**config.mk**
```make
export PLATFORM = sky130hd
export DESIGN_NAME = port_adapter
export DESIGN_NICKNAME = d
export VERILOG_FILES = /design/src/rtl/mem_pkg.sv /design/src/rtl/port_adapter.sv
export SDC_FILE = /design/constraint.sdc
export NUM_CORES = 1
export LEC_CHECK = 0
export ABC_AREA = 1
export BUFFER_PORTS_ARGS = -buffer_cell sky130_fd_sc_hd__buf_2
export CAP_MARGIN = 20
export CORE_MARGIN = 3
export CORE_UTILIZATION = 37
export CTS_CLUSTER_SIZE = 16
export DETAILED_ROUTE_END_ITERATION = 16
export PLACE_DENSITY = 0.8
export SYNTH_ARGS = -nofsm -noshare
export SYNTH_HDL_FRONTEND = slang
export SYNTH_SLANG_ARGS = --single-unit
```
**constraint.sdc**
```tcl
create_clock -name clk2x -period 3.45 [get_ports clk2x]
set_input_delay 0.5175 -clock clk2x [delete_from_list [all_inputs] [get_ports clk2x]]
set_output_delay 0.5175 -clock clk2x [all_outputs]
set_load 0.02 [all_outputs]
```
**src/rtl/mem_pkg.sv**
```systemverilog
`default_nettype none

package mem_pkg;

    // One bus word and the width of every SRAM row
    typedef logic [31:0] word_t;

    // Byte address whose word index starts at bit 2
    typedef logic [31:0] addr_t;

    // Bit n enables byte n of the word
    typedef logic [3:0] byte_en_t;

    // Default of 1024 words
    localparam int MEM_DEPTH_LOG2 = 10;

endpackage : mem_pkg

`default_nettype wire

```
**src/rtl/port_adapter.sv**
```systemverilog
`timescale 1ns/100ps
`default_nettype none

module port_adapter (
    input  wire logic              clk2x,
    input  wire logic              rst_n,
    input  wire logic              req_valid,
    input  wire logic              req_write,
    input  wire mem_pkg::addr_t    req_addr,
    input  wire mem_pkg::word_t    req_wdata,
    input  wire mem_pkg::byte_en_t req_be,
    output logic                   req_ready,
    output logic                   rsp_valid,
    output mem_pkg::word_t         rsp_rdata,
    output logic                   rd,
    output logic                   wr,
    output mem_pkg::addr_t         address,
    output mem_pkg::word_t         wrdata,
    output mem_pkg::byte_en_t      dataenable,
    input  wire logic              ack,
    input  wire mem_pkg::word_t    rddata
);

    logic pending;
    logic is_write;
    logic accept;

    // Only one request in flight, so ready simply follows the empty holder
    assign req_ready = !pending;
    assign accept    = req_valid && req_ready;

    assign rd = pending && !is_write;
    assign wr = pending && is_write;

    always_ff @(posedge clk2x or negedge rst_n) begin
        if (!rst_n) begin
            pending   <= 1'b0;
            rsp_valid <= 1'b0;
        end else begin
            rsp_valid <= ack;
            if (ack) begin
                pending <= 1'b0;
            end else if (accept) begin
                pending <= 1'b1;
            end
        end
    end

    always_ff @(posedge clk2x) begin
        if (accept) begin
            is_write   <= req_write;
            address    <= req_addr;
            wrdata     <= req_wdata;
            dataenable <= req_be;
        end
        // Writes leave the last read word on rsp_rdata
        if (ack && !is_write) begin
            rsp_rdata <= rddata;
        end
    end

    // The arbiter acknowledges only an access it took from this adapter
    ack_pending_a: assert property (@(posedge clk2x) disable iff (!rst_n)
        ack |-> pending);

endmodule : port_adapter

`default_nettype wire

```
==> impl_results.md <==
- Antenna violations before repair: 0
- Most frequent cells in the layout: buf_2 (208), edfxtp_1 (101), clkbuf_8 (9)
- Placed Cells: 426
- Comb power frac: 0.093
- CTS Sinks: 103
- Slew Limit Fails: 0
- First-pass GRT wire length: 10,520 um
- Starting Density: 0.3916
- Via Count: 1,895
- Synth Net Count: 218
- Drt pass-1 iters: 4
- Ant diodes: 0
- Syn avg cell area: 27.61 um2
- Root Buffer Master: clkbuf_8
- Reg power frac: 0.591
- Setup-failing EPs final: 0
- Yosys cell types: 6
- Die width: 97.84 um
- Gpl congestion: 0.7684
- Drt via density: 4.278
- VDD IR max: 0.2896 mV
- Die ar.: 9572 um2
- Pleak: 1.964 nW
- Non-filler instance count after layout: 443
- Core area: 7968 um2
- Final HPWL from detailed placement: 5648 um
- Rows: 32
- Crit path max fanout: 4
- Endpoints failing hold: 0
- Yosys warns: 0
- Global-route total usage across every layer: 0.1457
- CP endpoint kind: output port
- Seq/Total Area, Yosys: 0.9880
- Commonest non-fill, non-tap cell in the layout: buf_2
- Setup TNS: 0 ns
- Status: finished, final reports clean
- Period utilisation layout: 0.4742
- Post-route ant nets: 0
- Minimum clock period: 1.636 ns
- Area grow syn2layout: 45.67%
- Routed WL per cell: 15.55 um
- Pint: 1.946 mW
- Clock-pin slew on the worst setup and hold paths: 0.09 ns
- Filler instances: 645
- Synth Instances: 113
- Number of global-route vias before repair: 2,039
- Mapped cell area: 3120 um2
- RSZ-0062 raised after global routing: false
- PwrDens: 545.2 nW/um2
- Clock Skews: 0.008465 ns
- Layout cells sized above 1: 0.6686
- Slew HR: 0.6464
- TritonCTS buffer count: 9
- Port bufs: 208
- TritonCTS clock tree: done
- Maximum number of pins on one net before global-route repair: 46
- Drt total wl: 6890 um
- Fmax: 611.2 MHz
- Layout Nets: 441
- Switching part of the total power: 0.2150
- Clk_lat worst skew: 0.34 ns
- Critical path type: flip-flop to output port
- I/O pins: 209
- Max H-tree Level: 3
- Die Y: 97.84 um
- Critical Path AT: 1.12 ns
- Worst EP required: 2.93 ns
- Residual DRC count: 0
- Hold crit path type: input port to flip-flop
- Initial DRC count: 48
- Startpoint types: flip-flop
- Max cap viols: 0
- Net Sw Power: 0.5329 mW
- Gr ovfl total: 0
- Worst-margin pin slew: 0.5304 ns
- Maximum clock path buffer count: 2
- Clock power share: 0.317
- Seq cells post-synth: 103
[Yosys cell counts, drive strengths merged]
cell type / count / area, um2
dfrtp: 2 / 50.05
edfxtp: 101 / 3033
inv: 4 / 15.01
nand2: 1 / 3.750
nor2: 5 / 18.77
[per-stage QoR]
stage	power, mW	worst slack [ns]	cell area, um2	hold WS (ns)	util
after detailed placement	1.728	1.799	4322	0.3060	0.5424
after global placement	1.718	1.819	4322	0.3043	0.5424
after global routing	2.583	1.734	4546	0.2831	0.5705
after CTS	2.505	1.772	4546	0.2819	0.5705
after floorplan	1.601	0.6967	3123	0.2219	-
final	2.478	1.814	4546	0.3080	0.5705
[path summary, 6_finish.rpt]
| check | startpoint | endpoint | slack [ns] | cells after the start |
|---|---|---|---|---|
| setup / recovery | pending$_DFFE_PN0P_ | rd | 1.81 | 3 |
| hold / removal | ack | rsp_valid$_DFF_PN0_ | 0.31 | 1 |
| setup reg to reg | pending$_DFFE_PN0P_ | wrdata[3]$_DFFE_PP_ | 1.97 | 2 |
| hold reg to reg | pending$_DFFE_PN0P_ | pending$_DFFE_PN0P_ | 0.63 | 2 |
| max in group asynchronous | rst_n | rsp_valid$_DFF_PN0_ | 2.88 | 2 |
| min in group asynchronous | rst_n | pending$_DFFE_PN0P_ | 0.48 | 2 |
[cell type report]
| class | count | area (um2) | share of cell area |
|---|---|---|---|
| flip-flops and latches | 103 | 3083 | 0.6782 |
| repair buffers | 212 | 1074 | 0.2362 |
| clock buffers | 11 | 131.4 | 0.02890 |
| well taps | 102 | 127.6 | 0.02808 |
| clock inverters | 5 | 82.58 | 0.01817 |
| multi-input cells | 6 | 32.53 | 0.007157 |
| inverters | 4 | 15.01 | 0.003303 |
[power by group through the flow]
| stage | logic (mW) | registers, mW | clock network, mW |
|---|---|---|---|
| 5_1_grt | 0.248 | 1.47 | 0.864 |
| 3_3_place_gp | 0.227 | 1.49 | 0 |
| 6_report | 0.229 | 1.46 | 0.785 |
| 4_1_cts | 0.234 | 1.47 | 0.805 |
| 2_1_floorplan | 0.0253 | 1.58 | 0 |
| 3_5_place_dp | 0.233 | 1.49 | 0 |
[repair_timing]
item	4_1_cts	5_1_grt
endpoints found under the hold margin	2	0
resized for setup	0	0
buffers inserted	0	0
hold buffers	1	0
[worst max-delay path: stages, from the launching register on]
cell and delay (ns):
dfrtp_1 0.46, inv_2 0.05, nor2_1 0.09, buf_2 0.17
[state kept, by name (all words and copies together), names as in the netlist]
register,flops
address,32
rsp_rdata,32
wrdata,32
dataenable,4
is_write,1
pending,1
rsp_valid,1
[routing by layer]
metal  global-route usage  up-vias  routed length, um
met5                    0        -                  0
met4              0.06070        0                 91
met3              0.09643        7               1162
met2               0.2450      146               3418
met1               0.1398      855               2218
li1                     -      887                  -
[logic make-up after synthesis]
kind of cell | synth area share
buffers and inverters | 0.004810
flip-flops | 0.9880
AND/OR/NAND/NOR | 0.007217
Power figures use the tool's default switching activity.
