--- config.mk ---
export PLATFORM = sky130hd
export DESIGN_NAME = two_port
export DESIGN_NICKNAME = d
export VERILOG_FILES = /design/src/rtl/mem_pkg.sv /design/src/rtl/slot_pkg.sv /design/src/rtl/two_port.sv
export SDC_FILE = /design/constraint.sdc
export NUM_CORES = 1
export LEC_CHECK = 0
export BUFFER_PORTS_ARGS = -buffer_cell sky130_fd_sc_hd__buf_2
export CAP_MARGIN = 20
export CORE_AREA = 2 2 119 121
export CTS_CLUSTER_DIAMETER = 150
export DETAILED_ROUTE_END_ITERATION = 6
export DIE_AREA = 0 0 121 123
export PLACE_DENSITY = 0.79
export SLEW_MARGIN = 40
export SYNTH_ARGS = -nofsm -noshare
export SYNTH_HDL_FRONTEND = slang
export SYNTH_SLANG_ARGS = --single-unit
--- constraint.sdc ---
create_clock -name clk2x -period 8.3 [get_ports clk2x]
set_input_delay 1.66 -clock clk2x [delete_from_list [all_inputs] [get_ports clk2x]]
set_output_delay 1.66 -clock clk2x [all_outputs]
set_load 0.01 [all_outputs]
--- src/rtl/mem_pkg.sv ---
`default_nettype none

package mem_pkg;

    // One bus word and the width of every SRAM row
    typedef logic [31:0] word_t;

    // Byte address whose word index starts at bit 2
    typedef logic [31:0] addr_t;

    // Bit n enables byte n of the word
    typedef logic [3:0] byte_en_t;

    // Default of 1024 words
    localparam int MEM_DEPTH_LOG2 = 10;

endpackage : mem_pkg

`default_nettype wire

--- src/rtl/slot_pkg.sv ---
`default_nettype none

package slot_pkg;

    // Length of one arbitration round in clk2x cycles
    localparam int NUM_SLOTS = 4;

    // One-hot slot ring where each value names the edge it acts on
    typedef enum logic [NUM_SLOTS-1:0] {
        SLOT_ISSUE1   = 4'b0001,
        SLOT_ISSUE2   = 4'b0010,
        SLOT_CAPTURE2 = 4'b0100,
        SLOT_IDLE     = 4'b1000
    } slot_t;

endpackage : slot_pkg

`default_nettype wire

--- src/rtl/two_port.sv ---
`timescale 1ns/100ps
`default_nettype none

module two_port (
    input  wire logic             clk2x,
    input  wire logic             rst_n,
    input  wire mem_pkg::addr_t   address1,
    input  wire mem_pkg::word_t   wrdata1,
    input  wire mem_pkg::byte_en_t dataenable1,
    input  wire logic             rd1,
    input  wire logic             wr1,
    output mem_pkg::word_t        rddata1,
    output logic                  ack1,
    input  wire mem_pkg::addr_t   address2,
    input  wire mem_pkg::word_t   wrdata2,
    input  wire mem_pkg::byte_en_t dataenable2,
    input  wire logic             rd2,
    input  wire logic             wr2,
    output mem_pkg::word_t        rddata2,
    output logic                  ack2,
    output mem_pkg::addr_t        ram_address,
    output mem_pkg::word_t        ram_data_o,
    output logic                  ram_wr_n,
    output logic                  ram_rd_n,
    output mem_pkg::byte_en_t     dataenable,
    input  wire mem_pkg::word_t   ram_data_i
);

    import slot_pkg::*;

    slot_t slot;
    logic  pins_active;

    // The pins still show the access issued at the previous edge
    assign pins_active = !ram_wr_n || !ram_rd_n;

    always_ff @(posedge clk2x or negedge rst_n) begin
        if (!rst_n) begin
            slot     <= SLOT_ISSUE1;
            ram_wr_n <= 1'b1;
            ram_rd_n <= 1'b1;
            ack1     <= 1'b0;
            ack2     <= 1'b0;
        end else begin
            slot <= slot_t'({slot[NUM_SLOTS-2:0], slot[NUM_SLOTS-1]});
            ack1 <= 1'b0;
            ack2 <= 1'b0;
            case (slot)
                SLOT_ISSUE1: begin
                    ram_wr_n <= ~wr1;
                    ram_rd_n <= ~rd1;
                end
                SLOT_ISSUE2: begin
                    ram_wr_n <= ~wr2;
                    ram_rd_n <= ~rd2;
                    ack1     <= pins_active;
                end
                SLOT_CAPTURE2: begin
                    ram_wr_n <= 1'b1;
                    ram_rd_n <= 1'b1;
                    ack2     <= pins_active;
                end
                default: begin
                    ram_wr_n <= 1'b1;
                    ram_rd_n <= 1'b1;
                end
            endcase
        end
    end

    // Address, write data and read captures carry no reset
    always_ff @(posedge clk2x) begin
        case (slot)
            SLOT_ISSUE1: begin
                if (rd1 || wr1) begin
                    ram_address <= address1;
                    ram_data_o  <= wrdata1;
                    dataenable  <= dataenable1;
                end
            end
            SLOT_ISSUE2: begin
                rddata1 <= ram_data_i;
                if (rd2 || wr2) begin
                    ram_address <= address2;
                    ram_data_o  <= wrdata2;
                    dataenable  <= dataenable2;
                end
            end
            SLOT_CAPTURE2: begin
                rddata2 <= ram_data_i;
            end
            default: begin
            end
        endcase
    end

    slot_onehot_a: assert property (@(posedge clk2x) disable iff (!rst_n)
        $onehot(slot));

    // The adapters never raise rd and wr together
    pins_exclusive_a: assert property (@(posedge clk2x) disable iff (!rst_n)
        !(!ram_wr_n && !ram_rd_n));

endmodule : two_port

`default_nettype wire

==> flow_metrics.env, run 1 <==
export IMPL_outcome="finished clean"
export IMPL_grt_pass1_vias=3649
export IMPL_crit_top_cell="buf_6"
export IMPL_ctsLongestPathBuffers=2
export IMPL_post_route_cell_area_um2=7470
export IMPL_path_max_fanout=101
export IMPL_irDropWorstVdd_v=0.000111
export IMPL_p_per_area_nw_per_um2=214
export IMPL_p_leak_nw=3.41
export IMPL_p_int_w=0.00129
export IMPL_synth_mux_area_share_pct=0
export IMPL_switching_share_pct=19.6
export IMPL_drtAntennaViolNets=0
export IMPL_start_kind="flop"
export IMPL_finalClockSkew_ps=6.31
export IMPL_cp_end_kind="flop"
export IMPL_clk_pin_slew_worst_paths_ps=60
export IMPL_core_area_um2=13600
export IMPL_first_iter_violations=208
export IMPL_avgSynthCellArea_um2=13.8
export IMPL_die_area_um2=14900
export IMPL_postCtsHoldBufs=0
export IMPL_diodes=0
export IMPL_maxCapViolations=0
export IMPL_cp_cell_sequence="or4b_2, clkinv_2, buf_6, o21ai_1, o21ai_4, buf_6"
export IMPL_netlist_instances=373
export IMPL_htree_levels=4
export IMPL_yosysTopAreaCell="edfxtp_1"
export IMPL_critPathKind="reg -> reg"
export IMPL_chipHeight_um=123
export IMPL_final_min_clock_period_ps=3020
export IMPL_numClockSinks=140
export IMPL_p_sw_w=0.000314
export IMPL_drive_gt1_share_pct=50.1
export IMPL_cts_tree="done"
export IMPL_area_growth_pct=45.4
export IMPL_root_buffer="clkbuf_16"
export IMPL_final_nets=864
export IMPL_ys_warn_count=0
export IMPL_synth_cell_types=19
export IMPL_dr_total_vias=3917
export IMPL_dieWidth_um=121
export IMPL_rows=43
export IMPL_synthSimpleGateAreaFrac_pct=15.9
export IMPL_tns_ps=0
export IMPL_synth_top_area_share_pct=77.2
export IMPL_rsz0062_at_grt="false"
export IMPL_grt_overflow_total=0
export IMPL_vias_per_cell=4.44
export IMPL_drc_errors=0
export IMPL_p_clk_share_pct=48.0
export IMPL_cts_resized_gates=0
export IMPL_dp_hpwl_um=9310
export IMPL_firstDrtPassIters=4
export IMPL_grt_max_degree=102
export IMPL_fin_crit_sh_pct=36.3
export IMPL_pwr_share_seq_pct=48.3
export IMPL_netlist_area_um2=5140
export IMPL_synth_area_leaders="edfxtp_1 77%, nand2_1 15%, dfrtp_1 2.4%, dfstp_2 1.5%, buf_4 0.88%"
export IMPL_synthXorXnorAreaFrac_pct=0
export IMPL_initial_core_util_pct=37.7
export IMPL_fmax_ghz=0.332
export IMPL_hp_start="slot[2]"
export IMPL_holdCritPathClass="reg -> reg"
export IMPL_r2r_start="slot[3]"
export IMPL_slew_viol_final=0
export IMPL_finalSetupViolCount=0
export IMPL_cpPeakStageDelay_ps=680
export IMPL_placed_area_um2=6850
export IMPL_synth_compound_area_share_pct=0.755
export IMPL_port_buffers=309
export IMPL_synth_adder_area_share_pct=0
export IMPL_cp_startpoint="slot[3]"
export IMPL_ios=310
export IMPL_wl_per_cell_um=14.4
export IMPL_cts_buffers=17
export IMPL_totalWireLength_um=12700
export IMPL_gp_congestion=0.739
export IMPL_worst_slew_pin_slew_ps=765
export IMPL_cpLargestDelayFamily="buffers and inverters"
export IMPL_grt_pass1_wl_um=18400
export IMPL_synth_top_family_by_area="simple AND/OR/NAND/NOR gates"
export IMPL_ys_seq_area_share_pct=81.1
export IMPL_power_frac_comb_pct=3.7
export IMPL_antenna_found_initial=0
export IMPL_critical_path_slowest_cell="or4b_2"
export IMPL_ys_ff_latch=140
export IMPL_critical_path_arrival_ps=3060
export IMPL_required_ps=8340
export IMPL_cts_setup_buffers=0
export IMPL_finalHoldViolCount=0
export IMPL_clock_latency_ps=410
export IMPL_max_slew_margin_rel_pct=49.0
export IMPL_grt_use_total_pct=16.7
export IMPL_synth_nets=547
export IMPL_path_buf_inv=3
per-layer routing:
layer,up-vias,GRT usage [%],part of all wire (%),wire (um)
met5,-,0,0,0
met4,0,6.47,1.6,206
met3,22,6.27,11,1370
met2,228,28.5,50,6360
met1,1765,19.2,37,4750
li1,1902,-,-,-
layout make-up:
| type | count | area, um^2 |
|---|---|---|
| fill | 1159 | 6140 |
| sequential | 140 | 4170 |
| timing repair buffer | 313 | 1580 |
| multi-input combinational | 217 | 873 |
| clock buffer | 18 | 429 |
| tap | 180 | 225 |
| clock inverter | 14 | 183 |
| inverter | 1 | 5.00 |
logic make-up (layout without fill, tap and decap cells):
kind of cell / count (synthesis) / in the layout
AND/OR/NAND/NOR: 211 / 211
buffers and inverters: 16 / 346
AO/OA/AOI/OAI: 6 / 6
flip-flops: 140 / 140
synth_stat cells:
cell,n
or2_1,2
or4b_1,2
buf_6,3
nor4b_1,1
o21ai_1,1
dfstp_2,3
dfrtp_1,5
buf_2,5
clkinv_2,1
o22ai_1,2
clkbuf_1,1
o21ai_0,1
a21boi_0,1
buf_4,6
nor2_1,1
edfxtp_1,132
and2_1,1
a21oi_2,1
nand2_1,204
stage by stage:
step | power [W] | setup slack (ps) | hold WS, ps | utilization (%) | instances
CTS | 0.00162 | 5060 | 419 | 54.8 | 883
detailed placement | 0.000846 | 5080 | 404 | 50.3 | 851
global route | 0.00166 | 5070 | 435 | 54.9 | 883
floorplan | 0.000800 | 1240 | 373 | - | 373
finish | 0.00160 | 5280 | 414 | 54.9 | 883
global placement | 0.000844 | 4890 | 392 | 50.3 | 851
final timing paths:
check / to / slack, ps / cells past startpoint
min in group asynchronous: slot[3] / 1090 / 1
worst max-delay path: ram_address[9] / 5280 / 6
worst min-delay path: slot[3] / 410 / 0
worst max register to register: ram_address[9] / 5280 / 6
worst min register to register: slot[3] / 410 / 0
max in group asynchronous: ram_rd_n / 6970 / 1
power groups by stage:
stage / combinational, W / sequential, W / clock, W
after floorplan: 0.0000131 / 0.000787 / 0
after global placement: 0.0000573 / 0.000787 / 0
after detailed placement: 0.0000591 / 0.000787 / 0
after CTS: 0.0000596 / 0.000772 / 0.000786
after global routing: 0.0000669 / 0.000772 / 0.000823
final: 0.0000589 / 0.000772 / 0.000768
sequential cells by signal, indices dropped and copies added, names as in the netlist:
register / cells
ram_data_o: 32
ack2: 1
ram_rd_n: 1
ram_wr_n: 1
slot: 4
dataenable: 4
rddata1: 32
ram_address: 32
ack1: 1
rddata2: 32
cells in the final DEF (no fill, tap or decap):
master	count
buf_2	309
buf_4	2
bufinv_16	3
inv_6	5
o22ai_1	2
clkinv_2	1
nor4b_2	1
or2_1	2
buf_6	2
and2_1	1
nor2_1	1
a21boi_0	1
or4b_1	1
or4b_2	1
a21oi_2	1
dfstp_2	3
nand2_1	204
o21ai_1	1
clkinv_4	3
clkbuf_1	1
clkbuf_16	17
edfxtp_1	132
dfrtp_1	5
o21ai_4	1
clkinvlp_4	3
Note: power is estimated with default switching activity, not from simulation.
==> run 2: changes to the inputs <==
clock period = 2.9 ns   (was 8.3 ns; I/O delays follow)
==> flow_metrics.env, run 2 (synthesis gave the netlist of run 1 again) <==
export IMPL_outcome="finished clean"
export IMPL_vias_per_cell=4.39
export IMPL_irDropWorstVdd_v=0.000307
export IMPL_finalSetupViolCount=0
export IMPL_r2r_start="slot[0]"
export IMPL_finalClockSkew_ps=7.53
export IMPL_fin_crit_sh_pct=80.9
export IMPL_p_per_area_nw_per_um2=624
export IMPL_final_min_clock_period_ps=2350
export IMPL_cts_resized_gates=0
export IMPL_drc_errors=0
export IMPL_rows=43
export IMPL_area_growth_pct=47.1
export IMPL_firstDrtPassIters=4
export IMPL_worst_slew_pin_slew_ps=730
export IMPL_post_route_cell_area_um2=7560
export IMPL_cp_startpoint="slot[0]"
export IMPL_fmax_ghz=0.426
export IMPL_critical_path_endpoint="ram_address[8]"
export IMPL_grt_max_degree=101
export IMPL_grt_use_total_pct=17.1
export IMPL_dp_cells=852
export IMPL_antenna_found_initial=0
export IMPL_fillCellCount=1150
export IMPL_start_kind="flop"
export IMPL_cts_buffers=17
export IMPL_totalWireLength_um=12800
export IMPL_numClockSinks=140
export IMPL_r2r_slack_ps=550
export IMPL_root_buffer="clkbuf_16"
export IMPL_initial_core_util_pct=37.7
export IMPL_reg2reg_depth=3
export IMPL_dieWidth_um=121
export IMPL_holdCritPathClass="in -> reg"
export IMPL_htree_levels=4
export IMPL_maxCapViolations=0
export IMPL_grt_pass1_wl_um=18900
export IMPL_placed_area_um2=6900
export IMPL_gp_congestion=0.765
export IMPL_wl_per_cell_um=14.4
export IMPL_cts_setup_buffers=0
export IMPL_grt_overflow_total=0
export IMPL_clk_pin_slew_worst_paths_ps=60
export IMPL_grt_pass1_vias=3678
export IMPL_die_area_um2=14900
export IMPL_required_ps=3010
export IMPL_first_iter_violations=238
export IMPL_final_cells=885
export IMPL_diodes=0
export IMPL_final_nets=866
export IMPL_multi_input_area_um2=882
export IMPL_drtAntennaViolNets=0
export IMPL_drive_gt1_share_pct=49.8
export IMPL_tns_ps=0
export IMPL_whs_ps=361
export IMPL_cp_end_kind="flop"
export IMPL_clock_latency_ps=410
export IMPL_final_common_cell="buf_2"
export IMPL_finalHoldViolCount=0
export IMPL_dp_hpwl_um=9550
export IMPL_path_max_fanout=27
export IMPL_critPathKind="reg -> reg"
export IMPL_chipHeight_um=123
export IMPL_port_buffers=309
export IMPL_p_leak_nw=3.44
export IMPL_ios=310
export IMPL_core_area_um2=13600
export IMPL_rsz0062_at_grt="false"
export IMPL_whs_path_depth=1
export IMPL_ctsLongestPathBuffers=2
export IMPL_max_slew_margin_rel_pct=51.1
export IMPL_reg2reg_to="ram_address[8]"
export IMPL_slew_viol_final=0
export IMPL_dr_total_vias=3886
export IMPL_mostFrequentLayoutCells="309 x buf_2, 204 x nand2_1, 132 x edfxtp_1"
export IMPL_fin_util_pct=55.5
export IMPL_seqCellArea_um2=4170
export IMPL_cts_tree="done"
export IMPL_critical_path_arrival_ps=2460
-- run 2: report_power, final --
part           switching, W  total (W)  internal (W)
combinational     0.0000714   0.000172      0.000101
sequential                0    0.00221       0.00221
clock              0.000802    0.00233       0.00153
-- run 2: layer usage --
layer	track usage, %	wire [um]
met5	0	0
met4	6.61	172
met3	6.92	1450
met2	29.8	6530
met1	18.7	4620
-- run 2: worst min path at each step --
stage	startpoint	end	slack (ps)
6_report	ram_data_i[0]	rddata2[0]	360
5_1_grt	ram_data_i[0]	rddata2[0]	340
4_1_cts	ram_data_i[0]	rddata2[0]	330
3_5_place_dp	slot[2]	slot[3]	410
3_3_place_gp	slot[2]	slot[3]	410
2_1_floorplan	rst_n	ack1	280
-- run 2: critical path: stages (launching register included) --
cell,delay [ps]
dfstp_2,570
or4b_1,550
o21ai_4,640
buf_12,270
-- run 2: layout make-up --
| class | count | area share (%) |
|---|---|---|
| Clock buffer | 18 | 5.68 |
| Clock inverter | 14 | 2.86 |
| Inverter | 1 | 0.0662 |
| Multi-Input combinational cell | 217 | 11.7 |
| Sequential cell | 140 | 55.1 |
| Tap cell | 180 | 2.98 |
| Timing Repair Buffer | 315 | 21.6 |
-- run 2: stage by stage --
step | power [W] | setup slack, ps
floorplan | 0.00229 | 154
global placement | 0.00242 | 585
detailed placement | 0.00242 | 510
CTS | 0.00477 | 517
global route | 0.00490 | 428
finish | 0.00471 | 554
-- run 2: repair_timing --
| item | in CTS | in global routing |
|---|---|---|
| hold buffers | 1 | 0 |
| endpoints found under the setup margin | 0 | 0 |
| hold endpoints to repair | 5 | 0 |
